`src/logic/cpu_macros.svh`:
```
/* Core-wide sizes. The register file and word width are fixed at MIPS32 values. */
`ifndef CPU_MACROS_SVH
`define CPU_MACROS_SVH

// ============================================================
// Datapath sizing
// ============================================================
`define CPU_WORD_W   32
`define CPU_NUM_REGS 32

// ============================================================
// Reset state
// ============================================================
`define CPU_RESET_PC 32'h0000_0000

`endif

```
`src/logic/cpu_types_pkg.sv`:
```
/* Encodings follow MIPS32 for the supported subset only. HALT is opcode 6'b111111. */
`default_nettype none
`include "cpu_macros.svh"

package cpu_types_pkg;

    typedef logic [`CPU_WORD_W-1:0] word_t;
    typedef logic [4:0]             regbits_t;

    // ============================================================
    // Instruction fields
    // ============================================================
    typedef enum logic [5:0] {
        RTYPE = 6'b000000,
        BEQ   = 6'b000100,
        ADDIU = 6'b001001,
        LW    = 6'b100011,
        SW    = 6'b101011,
        HALT  = 6'b111111
    } opcode_t;

    typedef enum logic [5:0] {
        SLL  = 6'b000000,
        ADDU = 6'b100001,
        SUBU = 6'b100011,
        AND  = 6'b100100,
        OR   = 6'b100101,
        SLT  = 6'b101010
    } funct_t;

    // ALU_SLL doubles as the bubble value.
    typedef enum logic [2:0] {
        ALU_SLL = 3'd0,
        ALU_ADD = 3'd1,
        ALU_SUB = 3'd2,
        ALU_AND = 3'd3,
        ALU_OR  = 3'd4,
        ALU_SLT = 3'd5
    } aluop_t;

endpackage

`default_nettype wire

```
`src/logic/decode_stage.sv`:
```
/* Register 0 reads as zero. A write in the same cycle as a read is passed through to it. */
`default_nettype none
`include "cpu_macros.svh"

module decode_stage import cpu_types_pkg::*; (
    input  logic     CLK,
    input  logic     nRST,
    input  word_t    instr_i,
    input  word_t    npc_i,
    input  logic     wb_wen_i,
    input  regbits_t wb_sel_i,
    input  word_t    wb_data_i,
    output word_t    rdat1_o,
    output word_t    rdat2_o,
    output word_t    imm_o,
    output regbits_t rd_sel_o,
    output logic     reg_wr_o,
    output logic     alu_src_o,
    output aluop_t   alu_op_o,
    output logic     dren_o,
    output logic     dwen_o,
    output logic     branch_o,
    output logic     halt_o
);
    opcode_t  op;
    funct_t   fn;
    regbits_t rs;
    regbits_t rt;
    regbits_t rd;
    word_t    regs [`CPU_NUM_REGS];

    assign op    = opcode_t'(instr_i[31:26]);
    assign fn    = funct_t'(instr_i[5:0]);
    assign rs    = instr_i[25:21];
    assign rt    = instr_i[20:16];
    assign rd    = instr_i[15:11];
    assign imm_o = {{16{instr_i[15]}}, instr_i[15:0]};

    // ============================================================
    // Control decode
    // ============================================================
    always_comb begin
        rd_sel_o  = rt;
        reg_wr_o  = 1'b0;
        alu_src_o = 1'b0;
        alu_op_o  = ALU_SLL;
        dren_o    = 1'b0;
        dwen_o    = 1'b0;
        branch_o  = 1'b0;
        halt_o    = 1'b0;
        case (op)
            RTYPE: begin
                rd_sel_o = rd;
                reg_wr_o = 1'b1;
                case (fn)
                    SLL:     alu_op_o = ALU_SLL;
                    ADDU:    alu_op_o = ALU_ADD;
                    SUBU:    alu_op_o = ALU_SUB;
                    AND:     alu_op_o = ALU_AND;
                    OR:      alu_op_o = ALU_OR;
                    SLT:     alu_op_o = ALU_SLT;
                    default: reg_wr_o = 1'b0;   // Unsupported funct acts as a no-op.
                endcase
            end
            ADDIU: begin
                reg_wr_o  = 1'b1;
                alu_src_o = 1'b1;
                alu_op_o  = ALU_ADD;
            end
            LW: begin
                reg_wr_o  = 1'b1;
                alu_src_o = 1'b1;
                alu_op_o  = ALU_ADD;
                dren_o    = 1'b1;
            end
            SW: begin
                alu_src_o = 1'b1;
                alu_op_o  = ALU_ADD;
                dwen_o    = 1'b1;
            end
            BEQ: begin
                branch_o = 1'b1;
                alu_op_o = ALU_SUB;
            end
            HALT:    halt_o = 1'b1;
            default: ;
        endcase
    end

    // ============================================================
    // Register file
    // ============================================================
    always_ff @(posedge CLK, negedge nRST) begin
        if (!nRST) begin
            for (int i = 0; i < `CPU_NUM_REGS; i++) begin
                regs[i] <= '0;
            end
        end else if (wb_wen_i && wb_sel_i != '0) begin
            regs[wb_sel_i] <= wb_data_i;
        end
    end

    assign rdat1_o = (rs == '0) ? '0 :
                     (wb_wen_i && wb_sel_i == rs) ? wb_data_i : regs[rs];
    assign rdat2_o = (rt == '0) ? '0 :
                     (wb_wen_i && wb_sel_i == rt) ? wb_data_i : regs[rt];

    a_unknown_op: assert property (@(posedge CLK) disable iff (!nRST)
        !(op inside {RTYPE, ADDIU, LW, SW, BEQ, HALT}) |-> !reg_wr_o);
    a_npc_align: assert property (@(posedge CLK) disable iff (!nRST)
        npc_i[1:0] == 2'b00);

endmodule

`default_nettype wire

```
`src/logic/execute_mem_stage.sv`:
```
/* Loads and stores hold their request until dhit. Once halted, nothing younger than the HALT
   reaches memory or the register file. */
`default_nettype none

module execute_mem_stage import cpu_types_pkg::*; (
    input  logic       CLK,
    input  logic       nRST,
    input  logic       en_i,
    input  word_t      npc_i, rdat1_i, rdat2_i, imm_i,
    input  logic [4:0] shamt_i,
    input  regbits_t   rd_sel_i,
    input  logic       reg_wr_i, alu_src_i,
    input  aluop_t     alu_op_i,
    input  logic       dren_i, dwen_i, branch_i, halt_i,
    input  logic       dhit_i,
    input  word_t      rdata_i,
    output logic       dren_o,
    output logic       dwen_o,
    output word_t      daddr_o,
    output word_t      dstore_o,
    output logic       branch_taken_o,
    output word_t      branch_target_o,
    output logic       halt_o,
    output logic       wb_wen_o,
    output regbits_t   wb_sel_o,
    output word_t      wb_data_o
);
    word_t opb;
    word_t alu_out;
    logic  halt_q;

    // ============================================================
    // ALU
    // ============================================================
    assign opb = alu_src_i ? imm_i : rdat2_i;

    always_comb begin
        case (alu_op_i)
            ALU_ADD: alu_out = rdat1_i + opb;
            ALU_SUB: alu_out = rdat1_i - opb;
            ALU_AND: alu_out = rdat1_i & opb;
            ALU_OR:  alu_out = rdat1_i | opb;
            ALU_SLT: alu_out = ($signed(rdat1_i) < $signed(opb)) ? word_t'(1) : '0;
            default: alu_out = rdat2_i << shamt_i;   // SLL shifts rt.
        endcase
    end

    assign branch_taken_o  = branch_i & ~halt_q & (rdat1_i == rdat2_i);
    assign branch_target_o = npc_i + {imm_i[29:0], 2'b00};

    // ============================================================
    // Memory access and writeback latch
    // ============================================================
    assign dren_o   = dren_i & ~halt_q;
    assign dwen_o   = dwen_i & ~halt_q;
    assign daddr_o  = alu_out;
    assign dstore_o = rdat2_i;
    assign halt_o   = halt_q;

    always_ff @(posedge CLK, negedge nRST) begin
        if (!nRST) begin
            halt_q    <= 1'b0;
            wb_wen_o  <= 1'b0;
            wb_sel_o  <= '0;
            wb_data_o <= '0;
        end else begin
            if (halt_i) begin
                halt_q <= 1'b1;   // Sticky until reset.
            end
            if (en_i) begin
                wb_wen_o  <= reg_wr_i & ~halt_q;
                wb_sel_o  <= rd_sel_i;
                wb_data_o <= dren_i ? rdata_i : alu_out;
            end
        end
    end

    a_access_done: assert property (@(posedge CLK) disable iff (!nRST)
        (en_i && (dren_o || dwen_o)) |-> dhit_i);

endmodule

`default_nettype wire

```
`src/logic/fetch_stage.sv`:
```
/* One fetch is outstanding at a time. A branch taken during a fetch wait redirects the PC
   once that fetch returns, and the returned word is dropped. */
`default_nettype none
`include "cpu_macros.svh"

module fetch_stage import cpu_types_pkg::*; (
    input  logic  CLK,
    input  logic  nRST,
    input  logic  en_i,
    input  logic  flush_i,
    input  logic  halt_i,
    input  logic  branch_taken_i,
    input  word_t branch_target_i,
    input  logic  ihit_i,
    input  word_t rdata_i,
    output logic  iren_o,
    output word_t iaddr_o,
    output word_t instr_o,
    output word_t npc_o,
    output logic  valid_o
);
    word_t pc_q;
    word_t redir_pc_q;
    word_t pc_plus4;
    logic  redir_q;
    logic  run_q;
    logic  take;

    assign pc_plus4 = pc_q + 32'd4;
    assign iren_o   = run_q & ~halt_i;
    assign iaddr_o  = pc_q;
    assign take     = ihit_i & en_i & ~redir_q;   // A word returned while stalled is refetched.

    always_ff @(posedge CLK, negedge nRST) begin
        if (!nRST) begin
            run_q <= 1'b0;
        end else begin
            run_q <= 1'b1;   // First fetch goes out one cycle after reset release.
        end
    end

    always_ff @(posedge CLK, negedge nRST) begin
        if (!nRST) begin
            pc_q    <= `CPU_RESET_PC;
            redir_q <= 1'b0;
        end else if (branch_taken_i) begin
            if (ihit_i) begin
                pc_q <= branch_target_i;
            end else begin
                redir_q <= 1'b1;   // Keep the pending address steady until it returns.
            end
        end else if (ihit_i && redir_q) begin
            pc_q    <= redir_pc_q;
            redir_q <= 1'b0;
        end else if (take) begin
            pc_q <= pc_plus4;
        end
    end

    always_ff @(posedge CLK) begin
        if (branch_taken_i) begin
            redir_pc_q <= branch_target_i;
        end
    end

    // ============================================================
    // Fetch/decode latch
    // ============================================================
    always_ff @(posedge CLK, negedge nRST) begin
        if (!nRST) begin
            instr_o <= '0;
            npc_o   <= '0;
            valid_o <= 1'b0;
        end else if (flush_i) begin
            instr_o <= '0;
            valid_o <= 1'b0;
        end else if (en_i) begin
            valid_o <= take;
            if (take) begin
                instr_o <= rdata_i;
                npc_o   <= pc_plus4;
            end
        end
    end

endmodule

`default_nettype wire

```
`src/logic/hazard_unit.sv`:
```
/* No forwarding and no RAW interlock. Software spaces producers and consumers apart. */
`default_nettype none

module hazard_unit (
    input  logic dren_i,
    input  logic dwen_i,
    input  logic dhit_i,
    input  logic fetch_valid_i,
    input  logic branch_taken_i,
    output logic en_o,
    output logic freeze_o,
    output logic flush_o
);
    logic dwait;

    // ============================================================
    // Pipeline control
    // ============================================================
    assign dwait    = (dren_i | dwen_i) & ~dhit_i;
    assign en_o     = ~dwait;            // Every latch holds while a data access waits.
    assign freeze_o = ~fetch_valid_i;    // Nothing to decode, so a bubble moves on.
    assign flush_o  = branch_taken_i;

endmodule

`default_nettype wire

```
`src/logic/id_ex.sv`:
```
/* Priority is flush, then freeze with en, then en. A bubble carries no writes and ALU_SLL. */
`default_nettype none

module id_ex import cpu_types_pkg::*; (
    input  logic       CLK,
    input  logic       nRST,
    input  logic       en_i,
    input  logic       freeze_i,
    input  logic       flush_i,
    input  word_t      npc_i, rdat1_i, rdat2_i, imm_i,
    input  logic [4:0] shamt_i,
    input  regbits_t   rd_sel_i,
    input  logic       reg_wr_i, alu_src_i,
    input  aluop_t     alu_op_i,
    input  logic       dren_i, dwen_i, branch_i, halt_i,
    output word_t      npc_o, rdat1_o, rdat2_o, imm_o,
    output logic [4:0] shamt_o,
    output regbits_t   rd_sel_o,
    output logic       reg_wr_o, alu_src_o,
    output aluop_t     alu_op_o,
    output logic       dren_o, dwen_o, branch_o, halt_o
);
    logic bubble;

    assign bubble = flush_i | (freeze_i & en_i);

    always_ff @(posedge CLK, negedge nRST) begin
        if (!nRST) begin
            {npc_o, rdat1_o, rdat2_o, imm_o, shamt_o, rd_sel_o} <= '0;
            {reg_wr_o, alu_src_o, dren_o, dwen_o, branch_o, halt_o} <= '0;
            alu_op_o <= ALU_SLL;
        end else if (bubble) begin
            {npc_o, rdat1_o, rdat2_o, imm_o, shamt_o, rd_sel_o} <= '0;
            {reg_wr_o, alu_src_o, dren_o, dwen_o, branch_o, halt_o} <= '0;
            alu_op_o <= ALU_SLL;
        end else if (en_i) begin
            npc_o     <= npc_i;
            rdat1_o   <= rdat1_i;
            rdat2_o   <= rdat2_i;
            imm_o     <= imm_i;
            shamt_o   <= shamt_i;
            rd_sel_o  <= rd_sel_i;
            reg_wr_o  <= reg_wr_i;
            alu_src_o <= alu_src_i;
            alu_op_o  <= alu_op_i;
            dren_o    <= dren_i;
            dwen_o    <= dwen_i;
            branch_o  <= branch_i;
            halt_o    <= halt_i;
        end
    end

    a_flush_clears: assert property (@(posedge CLK) disable iff (!nRST)
        flush_i |=> !(reg_wr_o || dwen_o || halt_o));

endmodule

`default_nettype wire

```
`src/logic/memory_arbiter.sv`:
```
/* Data requests win the single port. An access that has started keeps its side until
   mem_ready_i, as long as its requester still asks. */
`default_nettype none

module memory_arbiter import cpu_types_pkg::*; (
    input  logic  CLK,
    input  logic  nRST,
    input  logic  iren_i,
    input  word_t iaddr_i,
    input  logic  dren_i,
    input  logic  dwen_i,
    input  word_t daddr_i,
    input  word_t dstore_i,
    input  word_t mem_rdata_i,
    input  logic  mem_ready_i,
    output logic  ihit_o,
    output logic  dhit_o,
    output word_t rdata_o,
    output word_t mem_addr_o,
    output word_t mem_wdata_o,
    output logic  mem_ren_o,
    output logic  mem_wen_o
);
    logic dreq;
    logic sel_d;
    logic busy_q;
    logic own_d_q;

    assign dreq  = dren_i | dwen_i;
    assign sel_d = (busy_q && (own_d_q ? dreq : iren_i)) ? own_d_q : dreq;

    assign mem_addr_o  = sel_d ? daddr_i : iaddr_i;
    assign mem_wdata_o = dstore_i;
    assign mem_ren_o   = sel_d ? dren_i : iren_i;
    assign mem_wen_o   = sel_d & dwen_i;
    assign ihit_o      = mem_ready_i & ~sel_d & iren_i;
    assign dhit_o      = mem_ready_i & sel_d;
    assign rdata_o     = mem_rdata_i;   // Both sides see the data, only the winner gets a hit.

    always_ff @(posedge CLK, negedge nRST) begin
        if (!nRST) begin
            busy_q  <= 1'b0;
            own_d_q <= 1'b0;
        end else begin
            busy_q  <= (mem_ren_o | mem_wen_o) & ~mem_ready_i;   // Access still waiting.
            own_d_q <= sel_d;
        end
    end

    a_one_access: assert property (@(posedge CLK) disable iff (!nRST)
        !(mem_ren_o && mem_wen_o));

endmodule

`default_nettype wire

```
`src/logic/pipeline_cpu.sv`:
```
/* Single memory port shared by fetch and data. A request holds until mem_ready_i. */
`default_nettype none

module pipeline_cpu import cpu_types_pkg::*; (
    input  logic  CLK,
    input  logic  nRST,
    input  word_t mem_rdata_i,
    input  logic  mem_ready_i,
    output word_t mem_addr_o,
    output word_t mem_wdata_o,
    output logic  mem_ren_o,
    output logic  mem_wen_o,
    output logic  halt_o
);
    logic       en, freeze, flush;
    logic       iren, ihit, dhit, ex_dren, ex_dwen;
    word_t      iaddr, rdata, daddr, dstore;
    logic       branch_taken, fd_valid;
    word_t      branch_target, fd_instr, fd_npc;
    logic       wb_wen;
    regbits_t   wb_sel;
    word_t      wb_data;
    word_t      de_rdat1, de_rdat2, de_imm;
    regbits_t   de_rd_sel;
    logic       de_reg_wr, de_alu_src, de_dren, de_dwen, de_branch, de_halt;
    aluop_t     de_alu_op;
    word_t      dx_npc, dx_rdat1, dx_rdat2, dx_imm;
    logic [4:0] dx_shamt;
    regbits_t   dx_rd_sel;
    logic       dx_reg_wr, dx_alu_src, dx_dren, dx_dwen, dx_branch, dx_halt;
    aluop_t     dx_alu_op;

    memory_arbiter u_memory_arbiter (
        .CLK, .nRST, .iren_i(iren), .iaddr_i(iaddr), .dren_i(ex_dren), .dwen_i(ex_dwen),
        .daddr_i(daddr), .dstore_i(dstore), .mem_rdata_i, .mem_ready_i, .ihit_o(ihit),
        .dhit_o(dhit), .rdata_o(rdata), .mem_addr_o, .mem_wdata_o, .mem_ren_o, .mem_wen_o);

    fetch_stage u_fetch_stage (
        .CLK, .nRST, .en_i(en), .flush_i(flush), .halt_i(halt_o),
        .branch_taken_i(branch_taken), .branch_target_i(branch_target), .ihit_i(ihit),
        .rdata_i(rdata), .iren_o(iren), .iaddr_o(iaddr), .instr_o(fd_instr),
        .npc_o(fd_npc), .valid_o(fd_valid));

    decode_stage u_decode_stage (
        .CLK, .nRST, .instr_i(fd_instr), .npc_i(fd_npc), .wb_wen_i(wb_wen),
        .wb_sel_i(wb_sel), .wb_data_i(wb_data), .rdat1_o(de_rdat1), .rdat2_o(de_rdat2),
        .imm_o(de_imm), .rd_sel_o(de_rd_sel), .reg_wr_o(de_reg_wr), .alu_src_o(de_alu_src),
        .alu_op_o(de_alu_op), .dren_o(de_dren), .dwen_o(de_dwen), .branch_o(de_branch),
        .halt_o(de_halt));

    id_ex u_id_ex (
        .CLK, .nRST, .en_i(en), .freeze_i(freeze), .flush_i(flush),
        .npc_i(fd_npc), .rdat1_i(de_rdat1), .rdat2_i(de_rdat2), .imm_i(de_imm),
        .shamt_i(fd_instr[10:6]), .rd_sel_i(de_rd_sel), .reg_wr_i(de_reg_wr),
        .alu_src_i(de_alu_src), .alu_op_i(de_alu_op), .dren_i(de_dren), .dwen_i(de_dwen),
        .branch_i(de_branch), .halt_i(de_halt),
        .npc_o(dx_npc), .rdat1_o(dx_rdat1), .rdat2_o(dx_rdat2), .imm_o(dx_imm),
        .shamt_o(dx_shamt), .rd_sel_o(dx_rd_sel), .reg_wr_o(dx_reg_wr),
        .alu_src_o(dx_alu_src), .alu_op_o(dx_alu_op), .dren_o(dx_dren), .dwen_o(dx_dwen),
        .branch_o(dx_branch), .halt_o(dx_halt));

    execute_mem_stage u_execute_mem_stage (
        .CLK, .nRST, .en_i(en), .npc_i(dx_npc), .rdat1_i(dx_rdat1), .rdat2_i(dx_rdat2),
        .imm_i(dx_imm), .shamt_i(dx_shamt), .rd_sel_i(dx_rd_sel), .reg_wr_i(dx_reg_wr),
        .alu_src_i(dx_alu_src), .alu_op_i(dx_alu_op), .dren_i(dx_dren), .dwen_i(dx_dwen),
        .branch_i(dx_branch), .halt_i(dx_halt), .dhit_i(dhit), .rdata_i(rdata),
        .dren_o(ex_dren), .dwen_o(ex_dwen), .daddr_o(daddr), .dstore_o(dstore),
        .branch_taken_o(branch_taken), .branch_target_o(branch_target), .halt_o,
        .wb_wen_o(wb_wen), .wb_sel_o(wb_sel), .wb_data_o(wb_data));

    hazard_unit u_hazard_unit (
        .dren_i(ex_dren), .dwen_i(ex_dwen), .dhit_i(dhit), .fetch_valid_i(fd_valid),
        .branch_taken_i(branch_taken), .en_o(en), .freeze_o(freeze), .flush_o(flush));

endmodule

`default_nettype wire

```
`config.mk`:
```
export PLATFORM = sky130hd
export DESIGN_NAME = pipeline_cpu
export DESIGN_NICKNAME = d
export VERILOG_FILES = /design/src/logic/cpu_types_pkg.sv /design/src/logic/decode_stage.sv /design/src/logic/execute_mem_stage.sv /design/src/logic/fetch_stage.sv /design/src/logic/hazard_unit.sv /design/src/logic/id_ex.sv /design/src/logic/memory_arbiter.sv /design/src/logic/pipeline_cpu.sv
export VERILOG_INCLUDE_DIRS = /design/src /design/src/logic
export SDC_FILE = /design/constraint.sdc
export NUM_CORES = 2
export LEC_CHECK = 0
export ABC_CLOCK_PERIOD_IN_PS = 8900
export BUFFER_PORTS_ARGS = -buffer_cell sky130_fd_sc_hd__buf_2
export CORE_AREA = 2 2 639 323
export CTS_CLUSTER_DIAMETER = 50
export CTS_CLUSTER_SIZE = 40
export DETAILED_ROUTE_END_ITERATION = 12
export DIE_AREA = 0 0 641 325
export PLACE_DENSITY = 0.61
export SETUP_SLACK_MARGIN = 0.5
export SLEW_MARGIN = 20
export SYNTH_ARGS = -nofsm -noshare
export SYNTH_HDL_FRONTEND = slang
export SYNTH_HIERARCHICAL = 1
export SYNTH_SLANG_ARGS = --single-unit
```
`constraint.sdc`:
```
create_clock -name CLK -period 8.9 [get_ports CLK]
set_input_delay 0.89 -clock CLK [delete_from_list [all_inputs] [get_ports CLK]]
set_output_delay 0.89 -clock CLK [all_outputs]
set_load 0.005 [all_outputs]
```
==> metrics.csv <==
stage;metric;value;unit
status;status;finished, final reports clean;
cts;ctsHoldBuffers;0;
cts;cts_resized;0;
synthesis;synth.yosys.warnings;6;
synthesis;synth_top_area_frac;0.406;
synthesis;ys_ff_latch;1343;
detailed_routing;drt_pass1_iterations;6;
cts;post_cts_buffers;0;
synthesis;synth.area.top_cells;dfrtp_1, mux2_2, mux4_2;
power_and_ir_drop;power;0.0154;W
placed_design;gp_congestion;1.00;
cts;numClockSinks;1343;
synthesis;synth_area_leader_cell;dfrtp_1;
worst_setup_path;r2r-start;u_fetch_stage/instr_o[21];
sta;slew_violations;0;
worst_setup_path;start_kind;flip-flop;
floorplanning;pin_count;102;
cts;cts_tree;built;
synthesis;synth_common_cells;dfrtp_1, mux2_2, mux4_2, mux2i_1, a21oi_1;
power_and_ir_drop;power_density;177;nW/um2
floorplanning;fp-row-count;117;
worst_setup_path;max_stage_delay;0.69;ns
grt;grt_max_degree;227;
sta;hold_viol;0;
cts;worst_skew_pair.late_latency;0.81;ns
cells_and_area;stdcell_area;86600;um2
cts;numCtsBuffers;115;
worst_setup_path;slowest_stage;or4_1;
synthesis;synth_ff_type;dfrtp_1;
detailed_routing;drt-wirelength-per-cell;32.2;um
synthesis;synth_edf_count;32;
cts;cts-root-buf;clkbuf_16;
worst_setup_path;cp_top_family;simple AND/OR/NAND/NOR gates;
synthesis;avgSynthCellArea;12.2;um2
placed_design;dp_hpwl;184000;um
floorplanning;core;203000;um2
job;drv_cap;0;
cells_and_area;area_growth;7.03;%
worst_setup_path;required;8.01;ns
detailed_routing;drc_errors;0;
synthesis;synth_nets;6814;
placed_design;dp.cells;8886;
sta;worst_pin_slew;1.18;ns
floorplanning;initial_utilization;0.399;
sta;min_period;6.33;ns
synthesis;syn_area;80900;um2
power_and_ir_drop;p_leak;38.6;nW
grt;grt-ovfl-total;0;
sta;finalCritPeriodShare;0.711;
worst_setup_path;crit_chain;buf_4 > mux2i_1 > ha_1 > or4_1 > or4_1 > o211ai_1 > a31oi_1 > o211ai_1 > a31oi_1 > nor2_1 > mux2_4 > buf_2;
detailed_routing;first_iter_violations;7232;
cells_and_area;fin_nets;6430;
floorplanning;die_area;208000;um2
worst_setup_path;path_buf_inv;2;
worst_setup_path;cp-startpoint;u_id_ex/alu_src_o;
sta;fin_setup_tns;0;ns
grt;grt_pass1_vias;56333;
synthesis;async_reset_ff_frac;0.976;
sta;rsz0062_at_grt;false;
cells_and_area;fin_util;0.427;
worst_setup_path;crit_fanout;30;
placed_design;dpl-instance-area;82400;um2
grt;grt_pass1_wl;420000;um
placed_design;port_buffers;101;
synthesis;synth_cell_type_count;111;
cells_and_area;drive_gt1_frac;0.336;
cts;htreeDepth;3;
synthesis;yosysSeqAreaShare;0.418;
worst_setup_path;cp-end-kind;output port;
detailed_routing;routed-via-count;58685;
sta;finClkSkew;0.0919;ns
detailed_routing;avgViaCountPerCell;6.44;
cts;path_clk_slew;0.07;ns
synthesis;postSynthCellCount;6650;
cts;cts_max_path_buffers;3;
grt;antenna_found_initial;16;
worst_setup_path;path_class;flip-flop to output port;
detailed_routing;ant_nets;0;
detailed_routing;routed_wl;293000;um
cells_and_area;final_cells;9109;
hold_path;min_path_type;primary input to asynchronous set/reset pin;
sta;setup_violations;0;
worst_setup_path;worstPathArrival;5.44;ns
floorplanning;die_h;325;um
floorplanning;dieWidth;641;um
sta;fmax;158;MHz
power_and_ir_drop;vdd_drop_max;0.188;mV
synthesis;synth_most_common_cell;dfrtp_1;
sta;slew_headroom;0.195;
grt;grt_use_total;0.276;
kinds of logic (layout without fill, tap and decap cells):
logic type | Yosys count | after routing | synth area share
muxes | 1854 | 1854 | 0.310
DFF | 1343 | 1343 | 0.418
adders and majority gates | 130 | 130 | 0.0204
AOI/OAI and AO/OA | 1278 | 1278 | 0.108
xor gates and xnor gates | 101 | 101 | 0.0109
buffers and inverters | 907 | 623 | 0.0580
other | 1 | 7 | 0.0000464
and+or+nand+nor | 1036 | 1036 | 0.0750
final cells by class:
class | instances | area [um2]
flip-flops and latches | 1343 | 33800
fillers | 18880 | 116000
diodes | 6 | 15.0
repair buffers | 264 | 1930
well taps | 2737 | 3420
clock buffers | 130 | 3060
inverters | 142 | 536
multi-input cells | 4400 | 42700
clock inverters | 87 | 1090
cell usage in the layout (no fill, tap or decap), types with 80 or more instances in the layout:
| cell type | synthesis | layout |
|---|---|---|
| dfrtp_1 | 1311 | 1293 |
| mux2_2 | 1041 | 1041 |
| mux4_2 | 405 | 405 |
| mux2i_1 | 380 | 380 |
| a21oi_1 | 377 | 377 |
| nor2_1 | 206 | 185 |
| nand2_1 | 180 | 164 |
| nand3b_1 | 158 | 158 |
| buf_4 | 181 | 148 |
| o21ai_0 | 144 | 143 |
| inv_1 | 138 | 136 |
| nand2b_1 | 126 | 126 |
| ha_1 | 126 | 126 |
| clkbuf_16 | 1 | 118 |
| a22oi_1 | 113 | 113 |
| buf_2 | 100 | 100 |
| a22o_1 | 80 | 80 |
power breakdown:
part,internal (W),switching [W]
logic,0.000985,0.00208
registers,0.00626,0.000377
clock network,0.00292,0.00273
total,0.0102,0.00518
worst reg2reg max path, cell delays in order, from the launching register on:
cell,delay [ns]
dfrtp_4,1.00
buf_4,0.76
or3b_1,0.72
buf_4,0.34
o221ai_1,0.25
a221oi_1,0.08
a2111oi_0,1.04
a21o_1,0.15
nand3b_1,0.09
a21oi_1,0.19
per-layer routing:
metal | vias up | GRT usage | wire length, um
met1 | 31050 | 0.375 | 121000
met5 | - | 0 | 81
met4 | 12 | 0.123 | 15100
met3 | 611 | 0.0685 | 28000
li1 | 24137 | - | -
met2 | 2875 | 0.415 | 129000
final timing paths:
path / endpoint / slack, ns / depth (start not counted)
max: mem_addr_o[29] / 2.57 / 12
min: u_fetch_stage/iaddr_o[11] / 0.09 / 1
max reg2reg: u_id_ex/rdat1_o[22] / 4.17 / 9
min reg2reg: u_decode_stage/regs[1011] / 0.40 / 0
max in group asynchronous: u_decode_stage/regs[220] / 6.57 / 3
min in group CLK: u_memory_arbiter/busy_q / 0.28 / 2
per-stage QoR:
step                      worst slack [ns]  hold slack [ns]
after floorplan                       3.22            0.438
after global routing                  2.34            0.117
after CTS                             2.62           0.0848
after global placement                3.41            0.376
after detailed placement              3.41            0.384
final                                 2.57           0.0891
registers in the layout, indices dropped and copies added, names as in the netlist, 3 cells and up:
| signal | cells |
|---|---|
| u_execute_mem_stage/wb_sel_o | 5 |
| u_id_ex/rd_sel_o | 5 |
| u_execute_mem_stage/wb_data_o | 32 |
| u_fetch_stage/iaddr_o | 32 |
| u_id_ex/rdat1_o | 32 |
| u_id_ex/npc_o | 32 |
| u_id_ex/imm_o | 32 |
| u_decode_stage/regs | 1024 |
| u_fetch_stage/npc_o | 32 |
| u_id_ex/shamt_o | 5 |
| u_id_ex/rdat2_o | 32 |
| u_id_ex/alu_op_o | 3 |
| u_fetch_stage/redir_pc_q | 32 |
| u_fetch_stage/instr_o | 32 |
(Power assumes the default switching activity.)
